--- src/verilog/bb_pkg.sv ---
package bb_pkg;

  // header fields
  typedef logic [2:0] lt_addr_t;
  typedef logic [3:0] pk_type_t;

  localparam pk_type_t PK_NULL = 4'h0;
  localparam pk_type_t PK_POLL = 4'h1;

  // lt_addr sits in the low bits so bit 0 goes on air first
  typedef struct packed {
    logic     seqn;
    logic     arqn;
    logic     flow;
    pk_type_t pk_type;
    lt_addr_t lt_addr;
  } bb_hdr_t;

  // packet lengths
  localparam int HDR_BITS     = 10;
  localparam int HEC_BITS     = 8;
  localparam int CRC_BITS     = 16;
  localparam int FEC_REP      = 3;
  localparam int HDR_AIR_BITS = (HDR_BITS + HEC_BITS) * FEC_REP;

  // D^8+D^7+D^5+D^2+D+1
  localparam logic [7:0] HEC_POLY = 8'hA7;

  // ccitt, x^16+x^12+x^5+1
  localparam logic [15:0] CRC_POLY = 16'h1021;

  // x^7+x^4+1
  localparam logic [6:0] WHITEN_POLY = 7'h11;

endpackage
--- src/verilog/bb_bit_if.sv ---
`timescale 1ns/1ps

// one serial bit source feeding the sequencer
interface bb_bit_if;
  logic dbit;
  logic take;
  logic start;
  logic last;

  modport src (
    output dbit, last,
    input  take, start
  );

  modport seq (
    input  dbit, last,
    output take, start
  );
endinterface

--- src/verilog/bb_bit_proc.sv ---
`timescale 1ns/1ps

module bb_bit_proc
  import bb_pkg::*;
#(
  parameter int PY_MAX_BYTES = 16
) (
  input  logic                              clk_6M,
  input  logic                              rst_n,
  input  logic                              p_1us,
  input  logic                              tx_start_p,
  input  lt_addr_t                          tx_lt_addr,
  input  pk_type_t                          tx_pk_type,
  input  logic                              tx_flow,
  input  logic                              tx_arqn,
  input  logic                              tx_seqn,
  input  logic [7:0]                        uap,
  input  logic [5:0]                        clk_bits,
  input  logic                              whitening_en,
  input  logic [$clog2(PY_MAX_BYTES+1)-1:0] py_len,
  input  logic                              wr_en,
  input  logic [$clog2(PY_MAX_BYTES)-1:0]   wr_addr,
  input  logic [7:0]                        wr_data,
  input  logic                              rx_en,
  input  logic                              rxbit,
  input  lt_addr_t                          my_lt_addr,
  output logic                              txbit,
  output logic                              txbit_period,
  output logic                              tx_done_p,
  output lt_addr_t                          dec_lt_addr,
  output pk_type_t                          dec_pk_type,
  output logic                              dec_flow,
  output logic                              dec_arqn,
  output logic                              dec_seqn,
  output logic                              dec_hecgood,
  output logic                              lt_addressed,
  output logic                              rxispoll,
  output logic                              rx_hdr_done_p
);

  bb_hdr_t tx_hdr;
  bb_hdr_t dec_hdr;

  bb_bit_if hdr_if ();
  bb_bit_if py_if ();

  assign tx_hdr = '{
    seqn:    tx_seqn,
    arqn:    tx_arqn,
    flow:    tx_flow,
    pk_type: tx_pk_type,
    lt_addr: tx_lt_addr
  };

  assign dec_lt_addr = dec_hdr.lt_addr;
  assign dec_pk_type = dec_hdr.pk_type;
  assign dec_flow    = dec_hdr.flow;
  assign dec_arqn    = dec_hdr.arqn;
  assign dec_seqn    = dec_hdr.seqn;

  tx_header_gen tx_header_gen_u (
    .clk_6M (clk_6M),
    .rst_n  (rst_n),
    .hdr    (tx_hdr),
    .uap    (uap),
    .hs     (hdr_if)
  );

  tx_payload_gen #(
    .PY_MAX_BYTES (PY_MAX_BYTES)
  ) tx_payload_gen_u (
    .clk_6M  (clk_6M),
    .rst_n   (rst_n),
    .wr_en   (wr_en),
    .wr_addr (wr_addr),
    .wr_data (wr_data),
    .py_len  (py_len),
    .uap     (uap),
    .ps      (py_if)
  );

  tx_bit_seq #(
    .PY_MAX_BYTES (PY_MAX_BYTES)
  ) tx_bit_seq_u (
    .clk_6M       (clk_6M),
    .rst_n        (rst_n),
    .p_1us        (p_1us),
    .tx_start_p   (tx_start_p),
    .py_len       (py_len),
    .whitening_en (whitening_en),
    .clk_bits     (clk_bits),
    .hs           (hdr_if),
    .ps           (py_if),
    .txbit        (txbit),
    .txbit_period (txbit_period),
    .tx_done_p    (tx_done_p)
  );

  rx_header_dec rx_header_dec_u (
    .clk_6M        (clk_6M),
    .rst_n         (rst_n),
    .p_1us         (p_1us),
    .rx_en         (rx_en),
    .rxbit         (rxbit),
    .uap           (uap),
    .whitening_en  (whitening_en),
    .clk_bits      (clk_bits),
    .my_lt_addr    (my_lt_addr),
    .dec_hdr       (dec_hdr),
    .dec_hecgood   (dec_hecgood),
    .lt_addressed  (lt_addressed),
    .rxispoll      (rxispoll),
    .rx_hdr_done_p (rx_hdr_done_p)
  );

endmodule

--- src/verilog/rx_header_dec.sv ---
`timescale 1ns/1ps

module rx_header_dec
  import bb_pkg::*;
(
  input  logic       clk_6M,
  input  logic       rst_n,
  input  logic       p_1us,
  input  logic       rx_en,
  input  logic       rxbit,
  input  logic [7:0] uap,
  input  logic       whitening_en,
  input  logic [5:0] clk_bits,
  input  lt_addr_t   my_lt_addr,
  output bb_hdr_t    dec_hdr,
  output logic       dec_hecgood,
  output logic       lt_addressed,
  output logic       rxispoll,
  output logic       rx_hdr_done_p
);

  logic                rx_en_d;
  logic                rise;
  logic                done;
  logic                done_eff;
  logic [1:0]          rep;
  logic [1:0]          rep_eff;
  logic [4:0]          nbit;
  logic [4:0]          nbit_eff;
  logic                samp;
  logic                third;
  logic                hdr_end;
  logic                s0;
  logic                s1;
  logic                maj;
  logic                wh_out;
  logic                dw;
  logic                hec_ok;
  logic                addr_ok;
  logic [HEC_BITS-1:0] hec_rx;
  logic [HEC_BITS-1:0] hec_calc;

  // a new rx_en window restarts counting in the same cycle
  assign rise     = rx_en & ~rx_en_d;
  assign rep_eff  = rise ? '0 : rep;
  assign nbit_eff = rise ? '0 : nbit;
  assign done_eff = rise ? 1'b0 : done;

  assign samp    = p_1us & rx_en & ~done_eff;
  assign third   = samp && rep_eff == 2'(FEC_REP - 1);
  assign hdr_end = third && nbit_eff == 5'(HDR_BITS + HEC_BITS - 1);

  // 2 of 3 vote, then de-whiten
  assign maj = (s0 & s1) | (s0 & rxbit) | (s1 & rxbit);
  assign dw  = maj ^ (whitening_en & wh_out);

  assign hec_ok  = {hec_rx[HEC_BITS-2:0], dw} == hec_calc;
  assign addr_ok = hec_ok && dec_hdr.lt_addr == my_lt_addr;

  bb_lfsr #(
    .WIDTH (7),
    .POLY  (WHITEN_POLY)
  ) whiten_u (
    .clk_6M  (clk_6M),
    .rst_n   (rst_n),
    .load    (rise),
    .seed    ({1'b1, clk_bits}),
    .shift   (third),
    .din     (1'b0),
    .feed_en (1'b1),
    .state   (),
    .dout    (wh_out)
  );

  bb_lfsr #(
    .WIDTH (HEC_BITS),
    .POLY  (HEC_POLY)
  ) hec_u (
    .clk_6M  (clk_6M),
    .rst_n   (rst_n),
    .load    (rise),
    .seed    (uap),
    .shift   (third && nbit_eff < 5'(HDR_BITS)),
    .din     (dw),
    .feed_en (1'b1),
    .state   (hec_calc),
    .dout    ()
  );

  always_ff @(posedge clk_6M) begin
    if (samp && rep_eff == 2'd0) begin
      s0 <= rxbit;
    end
    if (samp && rep_eff == 2'd1) begin
      s1 <= rxbit;
    end
    // first info bit ends up in bit 0
    if (third && nbit_eff < 5'(HDR_BITS)) begin
      dec_hdr <= bb_hdr_t'({dw, dec_hdr[HDR_BITS-1:1]});
    end
    if (third && nbit_eff >= 5'(HDR_BITS)) begin
      hec_rx <= {hec_rx[HEC_BITS-2:0], dw};
    end
  end

  always_ff @(posedge clk_6M or negedge rst_n) begin
    if (!rst_n) begin
      rx_en_d       <= 1'b0;
      rep           <= '0;
      nbit          <= '0;
      done          <= 1'b0;
      dec_hecgood   <= 1'b0;
      lt_addressed  <= 1'b0;
      rxispoll      <= 1'b0;
      rx_hdr_done_p <= 1'b0;
    end else begin
      rx_en_d       <= rx_en;
      rx_hdr_done_p <= hdr_end;
      if (rise) begin
        rep          <= '0;
        nbit         <= '0;
        done         <= 1'b0;
        dec_hecgood  <= 1'b0;
        lt_addressed <= 1'b0;
        rxispoll     <= 1'b0;
      end
      if (samp) begin
        rep <= third ? '0 : rep_eff + 1'b1;
        if (third) begin
          nbit <= nbit_eff + 1'b1;
        end
      end
      if (hdr_end) begin
        done         <= 1'b1;
        dec_hecgood  <= hec_ok;
        lt_addressed <= addr_ok;
        rxispoll     <= addr_ok && dec_hdr.pk_type == PK_POLL;
      end
    end
  end

endmodule

--- src/verilog/tx_bit_seq.sv ---
`timescale 1ns/1ps

module tx_bit_seq
  import bb_pkg::*;
#(
  parameter int PY_MAX_BYTES = 16
) (
  input  logic                              clk_6M,
  input  logic                              rst_n,
  input  logic                              p_1us,
  input  logic                              tx_start_p,
  input  logic [$clog2(PY_MAX_BYTES+1)-1:0] py_len,
  input  logic                              whitening_en,
  input  logic [5:0]                        clk_bits,
  bb_bit_if.seq                             hs,
  bb_bit_if.seq                             ps,
  output logic                              txbit,
  output logic                              txbit_period,
  output logic                              tx_done_p
);

  typedef enum logic [1:0] {S_IDLE, S_HDR, S_PAY, S_TAIL} st_t;

  st_t        st;
  logic [1:0] rep;
  logic       has_py;
  logic       accept;
  logic       wh_out;
  logic       air_bit;

  assign accept   = tx_start_p && st == S_IDLE && !txbit_period;
  assign hs.start = accept;
  assign ps.start = accept;

  // header bit is held for all three copies, taken on the last
  assign hs.take = p_1us && st == S_HDR && rep == 2'(FEC_REP - 1);
  assign ps.take = p_1us && st == S_PAY;

  // whitener only advances on take, so the copies stay identical
  assign air_bit = (st == S_PAY ? ps.dbit : hs.dbit) ^ (whitening_en & wh_out);

  bb_lfsr #(
    .WIDTH (7),
    .POLY  (WHITEN_POLY)
  ) whiten_u (
    .clk_6M  (clk_6M),
    .rst_n   (rst_n),
    .load    (accept),
    .seed    ({1'b1, clk_bits}),
    .shift   (hs.take | ps.take),
    .din     (1'b0),
    .feed_en (1'b1),
    .state   (),
    .dout    (wh_out)
  );

  always_ff @(posedge clk_6M or negedge rst_n) begin
    if (!rst_n) begin
      st           <= S_IDLE;
      rep          <= '0;
      has_py       <= 1'b0;
      txbit        <= 1'b0;
      txbit_period <= 1'b0;
      tx_done_p    <= 1'b0;
    end else begin
      tx_done_p <= 1'b0;
      if (accept) begin
        st     <= S_HDR;
        rep    <= '0;
        has_py <= py_len != '0;
      end
      if (p_1us) begin
        case (st)
          S_HDR: begin
            txbit        <= air_bit;
            txbit_period <= 1'b1;
            if (hs.take) begin
              rep <= '0;
              if (hs.last) begin
                st <= has_py ? S_PAY : S_TAIL;
              end
            end else begin
              rep <= rep + 1'b1;
            end
          end
          S_PAY: begin
            txbit <= air_bit;
            if (ps.last) begin
              st <= S_TAIL;
            end
          end
          S_TAIL: begin
            // final bit has had its full bit time
            txbit        <= 1'b0;
            txbit_period <= 1'b0;
            tx_done_p    <= 1'b1;
            st           <= S_IDLE;
          end
          default: begin
          end
        endcase
      end
    end
  end

endmodule

--- src/verilog/tx_payload_gen.sv ---
`timescale 1ns/1ps

module tx_payload_gen
  import bb_pkg::*;
#(
  parameter int PY_MAX_BYTES = 16
) (
  input  logic                                clk_6M,
  input  logic                                rst_n,
  input  logic                                wr_en,
  input  logic [$clog2(PY_MAX_BYTES)-1:0]     wr_addr,
  input  logic [7:0]                          wr_data,
  input  logic [$clog2(PY_MAX_BYTES+1)-1:0]   py_len,
  input  logic [7:0]                          uap,
  bb_bit_if.src                               ps
);

  localparam int AW = $clog2(PY_MAX_BYTES);
  localparam int LW = $clog2(PY_MAX_BYTES + 1);

  logic [7:0]    mem [PY_MAX_BYTES];
  logic [LW-1:0] len_q;
  logic [LW-1:0] byte_idx;
  logic [2:0]    bit_idx;
  logic [3:0]    crc_cnt;
  logic          in_crc;
  logic          data_bit;
  logic          crc_out;

  always_ff @(posedge clk_6M) begin
    if (wr_en) begin
      mem[wr_addr] <= wr_data;
    end
  end

  // lsb of each byte first
  assign data_bit = mem[byte_idx[AW-1:0]][bit_idx];

  assign ps.dbit = in_crc ? crc_out : data_bit;
  assign ps.last = in_crc && crc_cnt == 4'(CRC_BITS - 1);

  bb_lfsr #(
    .WIDTH (CRC_BITS),
    .POLY  (CRC_POLY)
  ) crc_u (
    .clk_6M  (clk_6M),
    .rst_n   (rst_n),
    .load    (ps.start),
    .seed    ({uap, 8'h00}),
    .shift   (ps.take),
    .din     (data_bit),
    .feed_en (!in_crc),
    .state   (),
    .dout    (crc_out)
  );

  always_ff @(posedge clk_6M or negedge rst_n) begin
    if (!rst_n) begin
      len_q    <= '0;
      byte_idx <= '0;
      bit_idx  <= '0;
      crc_cnt  <= '0;
      in_crc   <= 1'b0;
    end else if (ps.start) begin
      len_q    <= py_len;
      byte_idx <= '0;
      bit_idx  <= '0;
      crc_cnt  <= '0;
      in_crc   <= 1'b0;
    end else if (ps.take) begin
      if (in_crc) begin
        crc_cnt <= crc_cnt + 1'b1;
      end else begin
        bit_idx <= bit_idx + 1'b1;
        if (bit_idx == 3'd7) begin
          byte_idx <= byte_idx + 1'b1;
          // last data bit consumed, switch to the crc
          if (byte_idx == len_q - 1'b1) begin
            in_crc <= 1'b1;
          end
        end
      end
    end
  end

endmodule

--- src/verilog/tx_header_gen.sv ---
`timescale 1ns/1ps

module tx_header_gen
  import bb_pkg::*;
(
  input  logic       clk_6M,
  input  logic       rst_n,
  input  bb_hdr_t    hdr,
  input  logic [7:0] uap,
  bb_bit_if.src      hs
);

  logic [HDR_BITS-1:0] hdr_q;
  logic [4:0]          cnt;
  logic                in_hdr;
  logic                hdr_bit;
  logic                hec_out;

  assign in_hdr  = cnt < 5'(HDR_BITS);
  assign hdr_bit = in_hdr ? hdr_q[cnt[3:0]] : 1'b0;

  // info bits first, then the hec remainder
  assign hs.dbit = in_hdr ? hdr_bit : hec_out;
  assign hs.last = cnt == 5'(HDR_BITS + HEC_BITS - 1);

  bb_lfsr #(
    .WIDTH (HEC_BITS),
    .POLY  (HEC_POLY)
  ) hec_u (
    .clk_6M  (clk_6M),
    .rst_n   (rst_n),
    .load    (hs.start),
    .seed    (uap),
    .shift   (hs.take),
    .din     (hdr_bit),
    .feed_en (in_hdr),
    .state   (),
    .dout    (hec_out)
  );

  always_ff @(posedge clk_6M) begin
    if (hs.start) begin
      hdr_q <= hdr;
    end
  end

  // bit position within the 18 bit header
  always_ff @(posedge clk_6M or negedge rst_n) begin
    if (!rst_n) begin
      cnt <= '0;
    end else if (hs.start) begin
      cnt <= '0;
    end else if (hs.take) begin
      cnt <= cnt + 1'b1;
    end
  end

endmodule

--- src/verilog/bb_lfsr.sv ---
`timescale 1ns/1ps

module bb_lfsr #(
  parameter int              WIDTH = 8,
  parameter logic [WIDTH-1:0] POLY  = '0
) (
  input  logic             clk_6M,
  input  logic             rst_n,
  input  logic             load,
  input  logic [WIDTH-1:0] seed,
  input  logic             shift,
  input  logic             din,
  input  logic             feed_en,
  output logic [WIDTH-1:0] state,
  output logic             dout
);

  logic fb;

  assign dout = state[WIDTH-1];

  // zero feedback just drains the register top bit first
  assign fb = feed_en & (din ^ state[WIDTH-1]);

  always_ff @(posedge clk_6M or negedge rst_n) begin
    if (!rst_n) begin
      state <= '0;
    end else if (load) begin
      state <= seed;
    end else if (shift) begin
      state <= {state[WIDTH-2:0], 1'b0} ^ (fb ? POLY : '0);
    end
  end

endmodule

--- config.mk ---
export PLATFORM = sky130hd
export DESIGN_NAME = bb_bit_proc
export DESIGN_NICKNAME = d
export VERILOG_FILES = /design/src/verilog/bb_pkg.sv /design/src/verilog/bb_bit_if.sv /design/src/verilog/bb_bit_proc.sv /design/src/verilog/rx_header_dec.sv /design/src/verilog/tx_bit_seq.sv /design/src/verilog/tx_payload_gen.sv /design/src/verilog/tx_header_gen.sv /design/src/verilog/bb_lfsr.sv
export SDC_FILE = /design/constraint.sdc
export NUM_CORES = 1
export LEC_CHECK = 0
export BUFFER_PORTS_ARGS = -buffer_cell sky130_fd_sc_hd__buf_2
export CORE_MARGIN = 5
export CORE_UTILIZATION = 52
export CTS_BUF_LIST = sky130_fd_sc_hd__clkbuf_4 sky130_fd_sc_hd__clkbuf_8 sky130_fd_sc_hd__clkbuf_16
export DETAILED_ROUTE_END_ITERATION = 6
export PLACE_DENSITY = 0.79
export RECOVER_POWER = 50
export SLEW_MARGIN = 25
export SYNTH_ARGS = -nofsm -noshare
export SYNTH_HDL_FRONTEND = slang
export SYNTH_HIERARCHICAL = 1
export SYNTH_SLANG_ARGS = --single-unit
--- constraint.sdc ---
create_clock -name clk_6M -period 3 [get_ports clk_6M]
set_clock_uncertainty 0.15 [all_clocks]
set_input_delay 0 -clock clk_6M [delete_from_list [all_inputs] [get_ports clk_6M]]
set_output_delay 0 -clock clk_6M [all_outputs]
set_load 0.02 [all_outputs]
==> flow_summary.rst <==
.. list-table::
   :header-rows: 1

   * - Metric
     - Value
   * - Status
     - finished, violations left
   * - Violations in the final reports
     - capacitance limit, slew limit
   * - Placement Cell Area
     - 11900 µm²
   * - GRT Resource Usage Total
     - 19.3%
   * - Reg-to-reg setup timing slack
     - roughly 0.077 ns
   * - Number of buffers added on ports
     - 68
   * - Clock root cell
     - sky130_fd_sc_hd__clkbuf_16
   * - Number of stages on the worst setup path
     - 11
   * - Clock-pin slew of the registers on the worst-case setup and hold paths
     - 0.06 ns
   * - Starting Density
     - roughly 53%
   * - Highest cell delay on the worst timing path
     - around 0.41 ns
   * - Gr ovfl total
     - 0
   * - CORE AREA
     - 21000 µm²
   * - Worst-path cell chain
     - buf_4 > buf_12 > mux2_1 > a311oi_2 > o2111ai_1 > o221a_2 > o22a_1 > mux2_2 > a21boi_0 > o21ai_0 > o211ai_1
   * - Part of the cycle the worst path needs
     - a little under 100%
   * - Required time at the worst-slack endpoint
     - 3.24 ns
   * - Critical path fanouts, max
     - 8
   * - Final max-slew violation count
     - 37
   * - Final ANT Viol Nets
     - 0
   * - TritonCTS clock tree
     - built
   * - Number of buffers on the longest clock path
     - 3
   * - Transition time at the pin with the least slew margin
     - 1.64 ns
   * - Ports
     - 69
   * - Number of cell instances on the worst register-to-register path
     - 11
   * - Maximum number of pins on one net before global-route repair
     - 55
   * - Area growth from synthesis to layout
     - 19.8%
   * - Top cell family by delay on the critical path
     - compound AO/OA/AOI/OAI gates
   * - Routed wire length
     - 23600 µm
   * - Peak Freq
     - around 340 MHz
   * - Global-route wire length before repair
     - roughly 38000 µm
   * - Number of clock sinks
     - 247
   * - Relative max-transition margin
     - -9.66%
   * - Timing startpoint of the critical path
     - tx_payload_gen_u/byte_idx[0]$_DFFE_PN0P_
   * - Initial antenna violation count
     - 0
   * - Crit path buf inv count
     - 2
   * - Clock latency on the worst-skew pair
     - approximately 0.54 ns
   * - Via density
     - ~5.6
   * - Number of placement rows
     - 53
   * - Number of cells after detailed placement
     - between 1000 and 1500
   * - Vert. Die Dim
     - approximately 160 µm
   * - Antenna cell count
     - 0
   * - Static leakage
     - 5.04 nW
   * - Kind of end point of the critical path
     - register
   * - HPWL after detailed placement
     - around 15000 µm
   * - Width of the die
     - around 160 µm
   * - Worst vdd rail ir drop
     - about 0.50 mV
   * - Area of the die
     - 24400 µm²
   * - Post-route design area
     - 13300 µm²
   * - Worst Path Arrival
     - approximately 3.2 ns
   * - RR Startpoint
     - tx_payload_gen_u/byte_idx[0]$_DFFE_PN0P_
   * - Number of global-route vias before repair
     - ~7300
   * - Final weighted congestion of routability-driven global placement
     - 0.810
   * - Average size of a mapped cell
     - approximately 14 µm²
   * - Overall power of the completed layout
     - between 8 and 9 mW
   * - Yosys warning total
     - 6
   * - Crit start category
     - register
   * - DRC viols
     - 0
   * - Average wire length per cell after detail routing
     - 18.4 µm
   * - Number of failing setup endpoints in the final timing report
     - 0
   * - Hold Crit Class
     - in2reg
   * - Total negative slack
     - 0 ns
   * - First-pass iteration count of the detailed router
     - 5
   * - Final standard cell count with taps included and fillers excluded
     - between 1000 and 1500
   * - Cts bufs inserted
     - 26
   * - Total number of H-tree levels
     - 1
   * - Hold violation count in the final report
     - 0
   * - Drt first-iter violations
     - about 570
   * - Area of the mapped netlist
     - approximately 11000 µm²
   * - Number of nets in the finished design
     - approximately 1000
   * - Number of max-cap violations
     - 1
   * - Ratio of cells with drive above 1 in the final layout
     - roughly a fifth
   * - End of the critical path
     - tx_bit_seq_u/txbit$_DFFE_PN0P_
   * - Worst path slowest cell
     - sky130_fd_sc_hd__dfrtp_2
   * - Finished Core Util
     - about 63%
   * - Min Tclk post-route
     - 2.92 ns
   * - Critical path class
     - reg2reg
   * - Worst R2R End
     - tx_bit_seq_u/txbit$_DFFE_PN0P_
   * - Power density over cell area
     - between 600 and 700 nW/µm²
   * - Via count
     - a little over 7000
   * - Post-Syn Instances
     - just over 800
-- per-layer routing --
layer,vias to the layer above,track usage (%),wire [µm]
li1,3366,-,-
met1,3542,25.8,10000
met2,175,33.3,11900
met3,31,3.29,1200
met4,0,4.67,461
met5,-,0,0
-- per-stage QoR --
step / setup WS (ns) / hold slack [ns]
2_1_floorplan: 0.240 / -0.446
3_3_place_gp: 0.125 / -0.141
3_5_place_dp: 0.0795 / -0.143
4_1_cts: 0.0419 / 0.0174
5_1_grt: -0.00396 / 0.0308
6_report: 0.0767 / 0.0462
-- sequential cells by signal (all words and copies together), names as in the netlist, 7 cells and up --
register	flops
tx_header_gen_u/hdr_q	10
rx_header_dec_u/dec_hdr	10
rx_header_dec_u/hec_u/state	8
rx_header_dec_u/whiten_u/state	7
tx_payload_gen_u/mem	128
tx_header_gen_u/hec_u/state	8
rx_header_dec_u/hec_rx	7
tx_bit_seq_u/whiten_u/state	7
tx_payload_gen_u/crc_u/state	16
-- power by group --
part	total, mW	internal [mW]	leakage, nW	switching [mW]
Sequential	4.09	3.87	2.56	0.218
Combinational	0.931	0.444	2.04	0.487
Clock	3.23	1.94	0.439	1.29
Total	8.25	6.25	5.04	2.00
-- repair_timing --
| action | CTS | global route |
|---|---|---|
| buffers inserted | 0 | 5 |
| hold endpoints to repair | 382 | 0 |
| gates resized for setup | 0 | 2 |
| setup endpoints to repair | 0 | 1 |
| hold buffers | 54 | 0 |
-- placed cells by master (no fill, tap or decap), drive strengths merged, types with 18 or more instances in the layout --
master       instances
mux4                21
dfrtp               90
clkbuf              48
dlygate4sd3         53
mux2i               53
nand3b              18
a21oi               32
o21ai               53
buf                 85
xor2                25
conb                24
nand2               73
nor2                48
nand3               23
edfxtp             157
-- cell type report --
type                       instances  area [µm²]
fill                            1550        7690
sequential                       247        6970
multi-input combinational        540        3950
timing repair buffer             154        1130
clock buffer                      33         709
tap                              275         344
clock inverter                    14         163
inverter                          16        61.3
-- worst min-delay path by stage --
stage | startpoint | to | slack [ns] | cells past startpoint
2_1_floorplan | rst_n | rx_header_dec_u/dec_hecgood$_DFFE_PN0P_ | -0.45 | 0
3_3_place_gp | rst_n | rx_header_dec_u/rxispoll$_DFFE_PN0P_ | -0.14 | 1
3_5_place_dp | rst_n | rx_header_dec_u/rxispoll$_DFFE_PN0P_ | -0.14 | 1
4_1_cts | tx_seqn | tx_header_gen_u/hdr_q[9]$_DFFE_PP_ | 0.02 | 2
5_1_grt | tx_seqn | tx_header_gen_u/hdr_q[9]$_DFFE_PP_ | 0.03 | 2
6_report | tx_seqn | tx_header_gen_u/hdr_q[9]$_DFFE_PP_ | 0.05 | 2
Power figures use the tool's default switching activity.
